--- src/rtl/leaf_consts.svh ---
`ifndef LEAF_CONSTS_SVH
`define LEAF_CONSTS_SVH

`define LEAF_PACKET_BITS    49
`define LEAF_PAYLOAD_BITS   32
`define LEAF_LEAF_BITS      5
`define LEAF_PORT_BITS      4
`define LEAF_TAG_BITS       7
`define LEAF_NUM_IN         2
`define LEAF_NUM_OUT        6
`define LEAF_FIFO_DEPTH     8

`define LEAF_VALID_BIT      48
`define LEAF_DST_LEAF_MSB   47
`define LEAF_DST_LEAF_LSB   43
`define LEAF_DST_PORT_MSB   42
`define LEAF_DST_PORT_LSB   39
`define LEAF_TAG_MSB        38
`define LEAF_TAG_LSB        32
`define LEAF_PAYLOAD_MSB    31
`define LEAF_PAYLOAD_LSB    0

`define LEAF_CFG_IDX_BITS   3
`define LEAF_CFG_IDX_MSB    2
`define LEAF_CFG_IDX_LSB    0
`define LEAF_CFG_LEAF_MSB   8
`define LEAF_CFG_LEAF_LSB   4
`define LEAF_CFG_PORT_MSB   12
`define LEAF_CFG_PORT_LSB   9

`endif
--- src/rtl/leaf_pkg.sv ---
`include "leaf_consts.svh"

package leaf_pkg;

    typedef logic [`LEAF_PACKET_BITS-1:0]  packet_t;   // Valid, leaf, port, tag, payload
    typedef logic [`LEAF_PAYLOAD_BITS-1:0] payload_t;
    typedef logic [`LEAF_LEAF_BITS-1:0]    leaf_id_t;
    typedef logic [`LEAF_PORT_BITS-1:0]    port_id_t;
    typedef logic [`LEAF_TAG_BITS-1:0]     tag_t;      // Wraps modulo 128

    // One derived word is emitted per EMIT state
    typedef enum logic [1:0] {
        IDLE,
        EMIT_A,
        EMIT_B,
        EMIT_C
    } kernel_state_t;

endpackage

--- src/rtl/leaf_top.sv ---
`timescale 1ns/1ps
`include "leaf_consts.svh"

module leaf_top #(
    parameter leaf_pkg::leaf_id_t LEAF_ID = 5'd3
) (
    input  logic              clk,
    input  logic              rst_n,
    input  leaf_pkg::packet_t din_leaf_bft2interface,
    output leaf_pkg::packet_t dout_leaf_interface2bft,
    input  logic              resend
);
    import leaf_pkg::*;

    payload_t [`LEAF_NUM_IN-1:0]  dout_leaf_interface2user;
    logic [`LEAF_NUM_IN-1:0]      vld_interface2user;
    logic [`LEAF_NUM_IN-1:0]      ack_user2interface;
    payload_t [`LEAF_NUM_OUT-1:0] din_leaf_user2interface;
    logic [`LEAF_NUM_OUT-1:0]     vld_user2interface;
    logic [`LEAF_NUM_OUT-1:0]     ack_interface2user;

    leaf_interface #(
        .LEAF_ID(LEAF_ID)
    ) i_leaf_interface (
        .clk                     (clk),
        .rst_n                   (rst_n),
        .din_leaf_bft2interface  (din_leaf_bft2interface),
        .dout_leaf_interface2bft (dout_leaf_interface2bft),
        .resend                  (resend),
        .dout_leaf_interface2user(dout_leaf_interface2user),
        .vld_interface2user      (vld_interface2user),
        .ack_user2interface      (ack_user2interface),
        .din_leaf_user2interface (din_leaf_user2interface),
        .vld_user2interface      (vld_user2interface),
        .ack_interface2user      (ack_interface2user)
    );

    user_kernel i_user_kernel (
        .clk                     (clk),
        .rst_n                   (rst_n),
        .dout_leaf_interface2user(dout_leaf_interface2user),
        .vld_interface2user      (vld_interface2user),
        .ack_user2interface      (ack_user2interface),
        .din_leaf_user2interface (din_leaf_user2interface),
        .vld_user2interface      (vld_user2interface),
        .ack_interface2user      (ack_interface2user)
    );

endmodule

--- src/rtl/user_kernel.sv ---
`timescale 1ns/1ps
`include "leaf_consts.svh"

module user_kernel (
    input  logic                                    clk,
    input  logic                                    rst_n,
    input  leaf_pkg::payload_t [`LEAF_NUM_IN-1:0]  dout_leaf_interface2user,
    input  logic [`LEAF_NUM_IN-1:0]                 vld_interface2user,
    output logic [`LEAF_NUM_IN-1:0]                 ack_user2interface,
    output leaf_pkg::payload_t [`LEAF_NUM_OUT-1:0] din_leaf_user2interface,
    output logic [`LEAF_NUM_OUT-1:0]                vld_user2interface,
    input  logic [`LEAF_NUM_OUT-1:0]                ack_interface2user
);
    import leaf_pkg::*;

    kernel_state_t state;
    kernel_state_t state_nxt;
    logic          src;        // Input served last, 0 for input 1
    logic          in_sel;
    logic          take;
    logic          done;
    logic          emit_en;
    logic [1:0]    stage;
    logic [2:0]    cur_idx;
    logic [2:0]    emit_idx;
    payload_t      word;
    payload_t      emit_word;

    function automatic payload_t derive(input logic side, input logic [1:0] k, input payload_t x);
        payload_t r;
        case ({side, k})
            3'b000:  r = x;
            3'b001:  r = x + 1'b1;
            3'b010:  r = ~x;
            3'b100:  r = x;
            3'b101:  r = {x[15:0], x[31:16]};
            default: r = x << 1;
        endcase
        return r;
    endfunction

    always_comb begin
        take   = (state == IDLE) && (|vld_interface2user);
        // Alternate when both inputs wait, otherwise take whichever is valid
        in_sel = !(vld_interface2user[0] && (!vld_interface2user[1] || src));
        ack_user2interface = '0;
        if (take) begin
            ack_user2interface[in_sel] = 1'b1;
        end

        case (state)
            EMIT_B:  stage = 2'd1;
            EMIT_C:  stage = 2'd2;
            default: stage = 2'd0;
        endcase
        cur_idx = (src ? 3'd3 : 3'd0) + {1'b0, stage};
        done    = (state != IDLE) && ack_interface2user[cur_idx];
        emit_en = take || (done && (state != EMIT_C));

        if (take) begin
            emit_idx  = in_sel ? 3'd3 : 3'd0;
            emit_word = derive(in_sel, 2'd0, dout_leaf_interface2user[in_sel]);
        end else begin
            emit_idx  = cur_idx + 1'b1;
            emit_word = derive(src, stage + 1'b1, word);
        end

        state_nxt = state;
        case (state)
            IDLE:    if (take) state_nxt = EMIT_A;
            EMIT_A:  if (done) state_nxt = EMIT_B;
            EMIT_B:  if (done) state_nxt = EMIT_C;
            default: if (done) state_nxt = IDLE;
        endcase
    end

    always_ff @(posedge clk) begin
        if (!rst_n) begin
            state              <= IDLE;
            src                <= 1'b1;   // Input 1 goes first
            vld_user2interface <= '0;
        end else begin
            state <= state_nxt;
            if (take) begin
                src <= in_sel;
            end
            if (done) begin
                vld_user2interface[cur_idx] <= 1'b0;
            end
            if (emit_en) begin
                vld_user2interface[emit_idx] <= 1'b1;
            end
        end
    end

    always_ff @(posedge clk) begin
        if (take) begin
            word <= dout_leaf_interface2user[in_sel];
        end
        if (emit_en) begin
            din_leaf_user2interface[emit_idx] <= emit_word;
        end
    end

endmodule

--- src/rtl/leaf_interface.sv ---
`timescale 1ns/1ps
`include "leaf_consts.svh"

module leaf_interface #(
    parameter leaf_pkg::leaf_id_t LEAF_ID = 5'd3
) (
    input  logic                                    clk,
    input  logic                                    rst_n,
    input  leaf_pkg::packet_t                       din_leaf_bft2interface,
    output leaf_pkg::packet_t                       dout_leaf_interface2bft,
    input  logic                                    resend,
    output leaf_pkg::payload_t [`LEAF_NUM_IN-1:0]  dout_leaf_interface2user,
    output logic [`LEAF_NUM_IN-1:0]                 vld_interface2user,
    input  logic [`LEAF_NUM_IN-1:0]                 ack_user2interface,
    input  leaf_pkg::payload_t [`LEAF_NUM_OUT-1:0] din_leaf_user2interface,
    input  logic [`LEAF_NUM_OUT-1:0]                vld_user2interface,
    output logic [`LEAF_NUM_OUT-1:0]                ack_interface2user
);
    import leaf_pkg::*;

    logic                          cfg_we;
    logic [`LEAF_CFG_IDX_BITS-1:0] cfg_index;
    leaf_id_t                      cfg_leaf;
    port_id_t                      cfg_port;
    packet_t                       dout_pkt;

    leaf_depacketizer #(
        .LEAF_ID(LEAF_ID)
    ) i_depacketizer (
        .clk                     (clk),
        .rst_n                   (rst_n),
        .din                     (din_leaf_bft2interface),
        .ack_user2interface      (ack_user2interface),
        .dout_leaf_interface2user(dout_leaf_interface2user),
        .vld_interface2user      (vld_interface2user),
        .cfg_we                  (cfg_we),
        .cfg_index               (cfg_index),
        .cfg_leaf                (cfg_leaf),
        .cfg_port                (cfg_port)
    );

    leaf_packetizer i_packetizer (
        .clk                    (clk),
        .rst_n                  (rst_n),
        .cfg_we                 (cfg_we),
        .cfg_index              (cfg_index),
        .cfg_leaf               (cfg_leaf),
        .cfg_port               (cfg_port),
        .din_leaf_user2interface(din_leaf_user2interface),
        .vld_user2interface     (vld_user2interface),
        .ack_interface2user     (ack_interface2user),
        .resend                 (resend),
        .dout                   (dout_pkt)
    );

    // The network asks for silence while it replays its own traffic
    assign dout_leaf_interface2bft = resend ? '0 : dout_pkt;

endmodule

--- src/rtl/leaf_packetizer.sv ---
`timescale 1ns/1ps
`include "leaf_consts.svh"

module leaf_packetizer (
    input  logic                                    clk,
    input  logic                                    rst_n,
    input  logic                                    cfg_we,
    input  logic [`LEAF_CFG_IDX_BITS-1:0]           cfg_index,
    input  leaf_pkg::leaf_id_t                      cfg_leaf,
    input  leaf_pkg::port_id_t                      cfg_port,
    input  leaf_pkg::payload_t [`LEAF_NUM_OUT-1:0] din_leaf_user2interface,
    input  logic [`LEAF_NUM_OUT-1:0]                vld_user2interface,
    output logic [`LEAF_NUM_OUT-1:0]                ack_interface2user,
    input  logic                                    resend,
    output leaf_pkg::packet_t                       dout
);
    import leaf_pkg::*;

    leaf_id_t                       dst_leaf [`LEAF_NUM_OUT];
    port_id_t                       dst_port [`LEAF_NUM_OUT];
    logic [`LEAF_NUM_OUT-1:0]       dst_ok;
    tag_t                           tags [`LEAF_NUM_OUT];
    payload_t                       q_data [`LEAF_NUM_OUT];
    logic [`LEAF_NUM_OUT-1:0]       q_full;
    logic [`LEAF_NUM_OUT-1:0]       q_empty;
    logic [`LEAF_NUM_OUT-1:0]       q_pop;
    logic [`LEAF_NUM_OUT-1:0]       eligible;
    logic [`LEAF_CFG_IDX_BITS-1:0]  cfg_slot;
    logic                           cfg_hit;
    logic [2:0]                     rr_ptr;
    logic [2:0]                     sel;
    logic [3:0]                     scan_sum;
    logic                           found;
    logic                           send;
    packet_t                        pkt;

    assign cfg_slot = cfg_index - 1'b1;   // Table index 1 maps to stream 0
    assign cfg_hit  = cfg_we && (cfg_index != '0) && (cfg_index <= `LEAF_NUM_OUT);

    for (genvar i = 0; i < `LEAF_NUM_OUT; i++) begin : g_out
        assign ack_interface2user[i] = vld_user2interface[i] && !q_full[i];
        assign eligible[i]           = !q_empty[i] && dst_ok[i];
        assign q_pop[i]              = send && (sel == 3'(i));

        leaf_fifo #(
            .DEPTH(`LEAF_FIFO_DEPTH)
        ) i_out_fifo (
            .clk    (clk),
            .rst_n  (rst_n),
            .wr_en  (ack_interface2user[i]),
            .wr_data(din_leaf_user2interface[i]),
            .full   (q_full[i]),
            .rd_en  (q_pop[i]),
            .rd_data(q_data[i]),
            .empty  (q_empty[i])
        );
    end

    // First ready stream at or after the round-robin pointer
    always_comb begin
        found    = 1'b0;
        sel      = '0;
        scan_sum = '0;
        for (int k = 0; k < `LEAF_NUM_OUT; k++) begin
            scan_sum = {1'b0, rr_ptr} + 4'(k);
            if (scan_sum >= 4'(`LEAF_NUM_OUT)) begin
                scan_sum = scan_sum - 4'(`LEAF_NUM_OUT);
            end
            if (!found && eligible[scan_sum[2:0]]) begin
                found = 1'b1;
                sel   = scan_sum[2:0];
            end
        end
    end

    assign send = found && !resend;

    always_comb begin
        pkt = '0;
        pkt[`LEAF_VALID_BIT]                         = 1'b1;
        pkt[`LEAF_DST_LEAF_MSB:`LEAF_DST_LEAF_LSB]   = dst_leaf[sel];
        pkt[`LEAF_DST_PORT_MSB:`LEAF_DST_PORT_LSB]   = dst_port[sel];
        pkt[`LEAF_TAG_MSB:`LEAF_TAG_LSB]             = tags[sel];
        pkt[`LEAF_PAYLOAD_MSB:`LEAF_PAYLOAD_LSB]     = q_data[sel];
    end

    always_ff @(posedge clk) begin
        if (cfg_hit) begin
            dst_leaf[cfg_slot] <= cfg_leaf;
            dst_port[cfg_slot] <= cfg_port;
        end
    end

    always_ff @(posedge clk) begin
        if (!rst_n) begin
            dst_ok <= '0;
            rr_ptr <= '0;
            dout   <= '0;
            for (int i = 0; i < `LEAF_NUM_OUT; i++) begin
                tags[i] <= '0;
            end
        end else begin
            if (cfg_hit) begin
                dst_ok[cfg_slot] <= 1'b1;
            end
            // During resend the last packet stays put and goes out after release
            if (!resend) begin
                dout <= send ? pkt : '0;
            end
            if (send) begin
                tags[sel] <= tags[sel] + 1'b1;
                rr_ptr    <= (sel == 3'(`LEAF_NUM_OUT - 1)) ? '0 : sel + 1'b1;
            end
        end
    end

endmodule

--- src/rtl/leaf_depacketizer.sv ---
`timescale 1ns/1ps
`include "leaf_consts.svh"

module leaf_depacketizer #(
    parameter leaf_pkg::leaf_id_t LEAF_ID = 5'd3
) (
    input  logic                                   clk,
    input  logic                                   rst_n,
    input  leaf_pkg::packet_t                      din,
    input  logic [`LEAF_NUM_IN-1:0]                ack_user2interface,
    output leaf_pkg::payload_t [`LEAF_NUM_IN-1:0] dout_leaf_interface2user,
    output logic [`LEAF_NUM_IN-1:0]                vld_interface2user,
    output logic                                   cfg_we,
    output logic [`LEAF_CFG_IDX_BITS-1:0]          cfg_index,
    output leaf_pkg::leaf_id_t                     cfg_leaf,
    output leaf_pkg::port_id_t                     cfg_port
);
    import leaf_pkg::*;

    leaf_id_t                pkt_leaf;
    port_id_t                pkt_port;
    payload_t                pkt_payload;
    logic                    pkt_hit;
    logic [`LEAF_NUM_IN-1:0] q_wr;
    logic [`LEAF_NUM_IN-1:0] q_full;
    logic [`LEAF_NUM_IN-1:0] q_empty;

    assign pkt_leaf    = din[`LEAF_DST_LEAF_MSB:`LEAF_DST_LEAF_LSB];
    assign pkt_port    = din[`LEAF_DST_PORT_MSB:`LEAF_DST_PORT_LSB];
    assign pkt_payload = din[`LEAF_PAYLOAD_MSB:`LEAF_PAYLOAD_LSB];
    assign pkt_hit     = din[`LEAF_VALID_BIT] && (pkt_leaf == LEAF_ID);

    // Port 0 carries destination-table writes
    assign cfg_we    = pkt_hit && (pkt_port == '0);
    assign cfg_index = pkt_payload[`LEAF_CFG_IDX_MSB:`LEAF_CFG_IDX_LSB];
    assign cfg_leaf  = pkt_payload[`LEAF_CFG_LEAF_MSB:`LEAF_CFG_LEAF_LSB];
    assign cfg_port  = pkt_payload[`LEAF_CFG_PORT_MSB:`LEAF_CFG_PORT_LSB];

    for (genvar i = 0; i < `LEAF_NUM_IN; i++) begin : g_in
        // Queue i serves network port i+1, other ports fall through and are dropped
        assign q_wr[i] = pkt_hit && (pkt_port == port_id_t'(i + 1)) && !q_full[i];

        leaf_fifo #(
            .DEPTH(`LEAF_FIFO_DEPTH)
        ) i_in_fifo (
            .clk    (clk),
            .rst_n  (rst_n),
            .wr_en  (q_wr[i]),
            .wr_data(pkt_payload),
            .full   (q_full[i]),
            .rd_en  (ack_user2interface[i]),
            .rd_data(dout_leaf_interface2user[i]),
            .empty  (q_empty[i])
        );

        assign vld_interface2user[i] = !q_empty[i];
    end

endmodule

--- src/rtl/leaf_fifo.sv ---
`timescale 1ns/1ps
`include "leaf_consts.svh"

module leaf_fifo #(
    parameter int DEPTH = `LEAF_FIFO_DEPTH
) (
    input  logic               clk,
    input  logic               rst_n,
    input  logic               wr_en,
    input  leaf_pkg::payload_t wr_data,
    output logic               full,
    input  logic               rd_en,
    output leaf_pkg::payload_t rd_data,
    output logic               empty
);
    import leaf_pkg::*;

    localparam int PTR_BITS = (DEPTH > 1) ? $clog2(DEPTH) : 1;
    localparam int CNT_BITS = $clog2(DEPTH + 1);

    payload_t            mem [DEPTH];
    logic [PTR_BITS-1:0] wr_ptr;
    logic [PTR_BITS-1:0] rd_ptr;
    logic [CNT_BITS-1:0] count;
    logic                do_wr;
    logic                do_rd;

    function automatic logic [PTR_BITS-1:0] next_ptr(input logic [PTR_BITS-1:0] p);
        return (p == PTR_BITS'(DEPTH - 1)) ? '0 : p + 1'b1;
    endfunction

    assign full    = (count == CNT_BITS'(DEPTH));
    assign empty   = (count == '0);
    assign do_wr   = wr_en && !full;   // A write into a full queue is lost
    assign do_rd   = rd_en && !empty;
    assign rd_data = mem[rd_ptr];      // Head word is visible without a read

    always_ff @(posedge clk) begin
        if (do_wr) begin
            mem[wr_ptr] <= wr_data;
        end
    end

    always_ff @(posedge clk) begin
        if (!rst_n) begin
            wr_ptr <= '0;
            rd_ptr <= '0;
            count  <= '0;
        end else begin
            if (do_wr) begin
                wr_ptr <= next_ptr(wr_ptr);
            end
            if (do_rd) begin
                rd_ptr <= next_ptr(rd_ptr);
            end
            if (do_wr && !do_rd) begin
                count <= count + 1'b1;
            end else if (do_rd && !do_wr) begin
                count <= count - 1'b1;
            end
        end
    end

endmodule

--- config.mk ---
export PLATFORM = sky130hd
export DESIGN_NAME = leaf_top
export DESIGN_NICKNAME = d
export VERILOG_FILES = /design/src/rtl/leaf_pkg.sv /design/src/rtl/leaf_top.sv /design/src/rtl/user_kernel.sv /design/src/rtl/leaf_interface.sv /design/src/rtl/leaf_packetizer.sv /design/src/rtl/leaf_depacketizer.sv /design/src/rtl/leaf_fifo.sv
export VERILOG_INCLUDE_DIRS = /design/src /design/src/rtl
export SDC_FILE = /design/constraint.sdc
export NUM_CORES = 2
export LEC_CHECK = 0
export BUFFER_PORTS_ARGS = -buffer_cell sky130_fd_sc_hd__buf_4
export CORE_ASPECT_RATIO = 0.6
export CORE_MARGIN = 4
export CORE_UTILIZATION = 50
export CTS_CLUSTER_DIAMETER = 40
export DETAILED_ROUTE_END_ITERATION = 6
export GPL_TIMING_DRIVEN = 0
export PLACE_DENSITY = 0.61
export RECOVER_POWER = 100
export SYNTH_ARGS = -nofsm -noshare
export SYNTH_HDL_FRONTEND = slang
export SYNTH_SLANG_ARGS = --single-unit
--- constraint.sdc ---
create_clock -name clk -period 7.1 [get_ports clk]
set_clock_uncertainty 0.2 [all_clocks]
set_input_delay 1.065 -clock clk [delete_from_list [all_inputs] [get_ports clk]]
set_output_delay 1.065 -clock clk [all_outputs]
set_load 0.05 [all_outputs]
==> results by stage <==
Status:
- The run finished, with violations left.
- The final reports fail on DRC, capacitance limit, slew limit.

Worst setup path:
- The most numerous cell type found on the critical path is sky130_fd_sc_hd__ha_1.
- The worst setup path is captured at a flop.
- The number of buffers and inverters on the critical path is 7.
- The biggest fanout along the worst timing path is 10.
- The highest-delay cell along the critical path is sky130_fd_sc_hd__nor3_1.
- The signal on the critical path passes through buf_2 > inv_2 > ha_1 > or3_1 > mux2i_1 > a222oi_1 > buf_4 > buf_4 > and3_1 > a221oi_1 > a22oi_1 > or2_0 > buf_2 > nor3_1 > inv_1 > ha_1 > inv_1 > ha_1 > a21o_1 > a21oi_1 > xnor2_1 > or3_1 > a21boi_0.
- STA classifies the critical path startpoint as a flop.
- STA puts the critical path data arrival time at ~7500 ps.
- The peak per-stage delay on the critical path is about 1100 ps.
- Data on the critical path is required at its endpoint by 7670 ps.
- The family with the most delay on the worst path is simple AND/OR/NAND/NOR gates.
- The critical path is of the flop to flop type.

Power:
- In this run the static leakage power is 34.7 nW.
- Power spread over the standard cell area amounts to 349 nW/um^2.
- The internal cell power is roughly 27 mW.
- Across the VDD grid, the largest voltage drop is 0.258 mV.
- The net switching power is 12.2 mW.
- The part of the total power dissipated in combinational logic is 0.180.
- The fraction of power consumed by the clock network is 0.332.
- Of the total power, the share spent switching nets is 0.307.
- The relative contribution of sequential cells to total power is 0.488.

Floorplanning:
- After floorplanning, the core was sized to cover 200000 um^2.
- The initial cell density of the core is 0.504.
- The area of the die is about 210000 um^2.
- Measured along the y axis, the die boundary spans 356 um.
- During I/O placement, the number of pins put on the boundary was between 100 and 150.
- The floorplan row count is 127.
- The overall die width is 588 um.

Clock tree:
- The number of levels the H-tree was split into is 4.
- The clock edge transition at the registers on the reported setup and hold paths is 60 ps.
- The number of hold buffers added after cts is 0.
- The number of buffers created by CTS is 243.
- In this run the deepest clock path goes through 4 buffers.
- The later pin in the worst-skew pair is clocked with a latency of 910 ps.
- The CTS tree is yes.
- CTS saw 2542 sinks.
- The root buffer selected by CTS is sky130_fd_sc_hd__clkbuf_16.

Yosys:
- Ranked by total cell area, the synthesized netlist is headed by sky130_fd_sc_hd__edfxtp_1 (71%), sky130_fd_sc_hd__mux4_2 (12%), sky130_fd_sc_hd__dfxtp_1 (3.4%).
- The most used flip-flop cell after synthesis is sky130_fd_sc_hd__edfxtp_1.
- The top cell type by total area after synthesis is sky130_fd_sc_hd__edfxtp_1.
- The warning count from the yosys run is 0.
- The count of unique library cells instantiated by Yosys is 93.
- The sequential element share of the synthesized area is 0.740.
- The cell count after synthesis is about 5400.
- Synthesis inferred ~2500 register bits.
- The area fraction of the dominant cell type after synthesis is 0.706.
- In the synthesized netlist the async set-or-reset flop fraction comes to 0.
- The synthesized netlist occupies a cell area of ~100000 um^2.
- The number of enable flip-flop cells after synthesis is 2371.
- The average cell area after synthesis is ~19 um^2.

GRT:
- The number of global-route vias before repair is 52200.
- Entering global routing, the biggest net connects 42 pins.
- The first global-routing pass estimated 399000 um of wire.
- The all-layer global routing usage is 0.270.
- The total overflow reported by the global router is 0.
- The initial antenna violation count is 36.

Detailed routing:
- The count of routing violations after the opening detailed-route iteration is about 8100.
- In the final routed layout, each cell accounts on average for 32.3 um.
- The via total after detailed routing is roughly 55000.
- The count of nets left with antenna violations once routing finished came out at 0.
- Before antenna repair, the detailed router went through 7 iterations.
- For this run, design rule violations remaining after detail routing come to 1.
- The final layout contains routed wiring with a total length of 285000 um.
- The via density per instance is 6.26.

Finish:
- Leaving out fill and tap cells, the most frequent cell in the layout is sky130_fd_sc_hd__edfxtp_1.
- The number of nets in the layout is 6088.
- Relative to the synthesized area, the layout overhead comes to 12.7%.
- The post-route non-filler standard cell count is about 9000.
- The area of all placed cells without fillers is between 100000 and 150000 um^2.
- In the final layout, the share of cells above drive strength 1 is 0.164.
- The top cell types in the final layout, fill and taps aside, are sky130_fd_sc_hd__edfxtp_1 (2371), sky130_fd_sc_hd__clkbuf_1 (572), sky130_fd_sc_hd__mux4_2 (525).

STA:
- For the pin with the worst max-slew slack, the measured transition is 3110 ps.
- Counting I/O delays and the setup requirement, the final critical path takes 6920 ps.
- The final clock period utilization by the worst path is 0.974.
- The number of failing hold endpoints at the final stage was 0.
- The number of pins with negative max-slew slack in the final report came to roughly 950.
- The maximum operating frequency is around 140 MHz.
- Setup repair after global routing left no endpoint under its margin.
- The total negative setup slack is 0 ps.
- Hold timing on the final database bottoms out at a slack of 247 ps.
- The number of failing setup endpoints in the final timing report is 0.
- Measured against its own limit, the worst slew margin works out to -1.08.

Placed design:
- In this run, placement finished with an instance count of 8346.
- Once placement finished, the instance area stood at ~110000 um^2.
- After legalization and detailed placement, the total HPWL measured between 200000 and 250000 um.
- The count of buffers inserted at the top-level ports is 92.
- The routability congestion estimate is 0.940.

Flow run:
- The max-capacitance violation count is just under 70.

Worst hold path:
- The min-delay analysis places its worst path in the category flop to flop.
timing repair:
action	in CTS	in global routing
hold endpoints to repair	0	0
gates resized for setup	1	6
buffers inserted	0	3
pin swaps	0	1
endpoints found under the setup margin	1	29
stage by stage:
stage | util | setup slack (ps) | power [mW]
CTS | 0.583 | 75.7 | 40.8
global placement | 0.524 | -3320 | 26.4
floorplan | - | 953 | 22.2
finish | 0.568 | 182 | 39.7
detailed placement | 0.543 | 3.50 | 27.7
global route | 0.567 | 16.7 | 40.9
routing by layer:
| layer | vias to the layer above | track usage | part of all wire |
|---|---|---|---|
| met4 | 0 | 0.0575 | 0.020 |
| met3 | 340 | 0.118 | 0.15 |
| met1 | 28700 | 0.424 | 0.44 |
| li1 | 23000 | - | - |
| met2 | 3281 | 0.346 | 0.39 |
| met5 | - | 0 | 0 |
worst reg2reg max path, cell delays in order (launching register included):
cell	delay (ps)
sky130_fd_sc_hd__dfxtp_1	430
sky130_fd_sc_hd__buf_2	260
sky130_fd_sc_hd__inv_2	120
sky130_fd_sc_hd__ha_1	390
sky130_fd_sc_hd__or3_1	370
sky130_fd_sc_hd__mux2i_1	230
sky130_fd_sc_hd__a222oi_1	130
sky130_fd_sc_hd__buf_4	190
sky130_fd_sc_hd__buf_4	140
sky130_fd_sc_hd__and3_1	170
sky130_fd_sc_hd__a221oi_1	360
sky130_fd_sc_hd__a22oi_1	260
sky130_fd_sc_hd__or2_0	400
sky130_fd_sc_hd__buf_2	280
sky130_fd_sc_hd__nor3_1	1120
sky130_fd_sc_hd__inv_1	220
sky130_fd_sc_hd__ha_1	310
sky130_fd_sc_hd__inv_1	130
sky130_fd_sc_hd__ha_1	240
sky130_fd_sc_hd__a21o_1	170
sky130_fd_sc_hd__a21oi_1	170
sky130_fd_sc_hd__xnor2_1	100
sky130_fd_sc_hd__or3_1	300
sky130_fd_sc_hd__a21boi_0	170
path summary, 6_finish.rpt:
path | to | slack (ps) | startpoint | cells past startpoint
worst max register to register | flop | 180 | i_leaf_interface.i_packetizer.rr_ptr[0] | 23
worst max-delay path | flop | 180 | i_leaf_interface.i_packetizer.rr_ptr[0] | 23
worst min register to register | i_leaf_interface.i_packetizer.dout[47] | 250 | i_leaf_interface.i_packetizer.dout[47] | 2
worst min-delay path | i_leaf_interface.i_packetizer.dout[47] | 250 | i_leaf_interface.i_packetizer.dout[47] | 2
area by class of cell:
| class | count | area (um^2) |
|---|---|---|
| Antenna cell | 33 | 82.6 |
| Buffer | 320 | 1270 |
| Clock buffer | 299 | 6420 |
| Clock inverter | 148 | 1600 |
| Fill cell | 15300 | 86400 |
| Inverter | 47 | 176 |
| Multi-Input combinational cell | 2475 | 24800 |
| Sequential cell | 2542 | 74600 |
| Tap cell | 2644 | 3310 |
| Timing Repair Buffer | 321 | 1330 |
cell families after synthesis:
group,share of synthesized area
AND/OR/NAND/NOR,0.0426
multiplexers,0.140
other,0.0000372
AO/OA/AOI/OAI,0.0467
XOR/XNOR,0.00519
flip-flops,0.740
buffers and inverters,0.0143
adder cells (fa/ha/maj),0.0113
synth_stat cells, drive strengths merged (67+ instances only):
cell type,instances
buf,102
dfxtp,171
nor3,67
a21oi,208
mux2i,210
mux4,525
clkbuf,220
a211oi,139
ha,77
o21ai,137
nor2b,171
edfxtp,2371
nor2,85
nand2,356
sequential cells by signal, indices dropped and copies added (netlist names), 8 cells and up, named ones only:
| name | cells |
|---|---|
| i_leaf_interface.i_packetizer.dst_port | 24 |
| i_leaf_interface.i_packetizer.dst_leaf | 30 |
| i_leaf_interface.i_packetizer.g_out.i_out_fifo.wr_ptr | 18 |
| i_leaf_interface.i_packetizer.dout | 49 |
| i_leaf_interface.i_packetizer.g_out.i_out_fifo.mem | 1536 |
| i_leaf_interface.i_depacketizer.g_in.i_in_fifo.mem | 512 |
| i_leaf_interface.i_packetizer.g_out.i_out_fifo.rd_ptr | 18 |
| i_leaf_interface.i_packetizer.tags | 45 |
| i_leaf_interface.i_packetizer.g_out.i_out_fifo.count | 24 |
| i_user_kernel.din_leaf_user2interface | 192 |
| i_user_kernel.word | 32 |
| i_leaf_interface.i_depacketizer.g_in.i_in_fifo.count | 8 |
power groups by stage:
| stage | registers (mW) | clock network, mW | logic (mW) |
|---|---|---|---|
| CTS | 19.3 | 13.3 | 8.16 |
| global placement | 19.7 | 0 | 6.75 |
| detailed placement | 19.6 | 0 | 8.12 |
| floorplan | 19.3 | 0 | 2.93 |
| global route | 19.5 | 14.0 | 7.39 |
| finish | 19.4 | 13.1 | 7.16 |
Power figures use the tool's default switching activity.
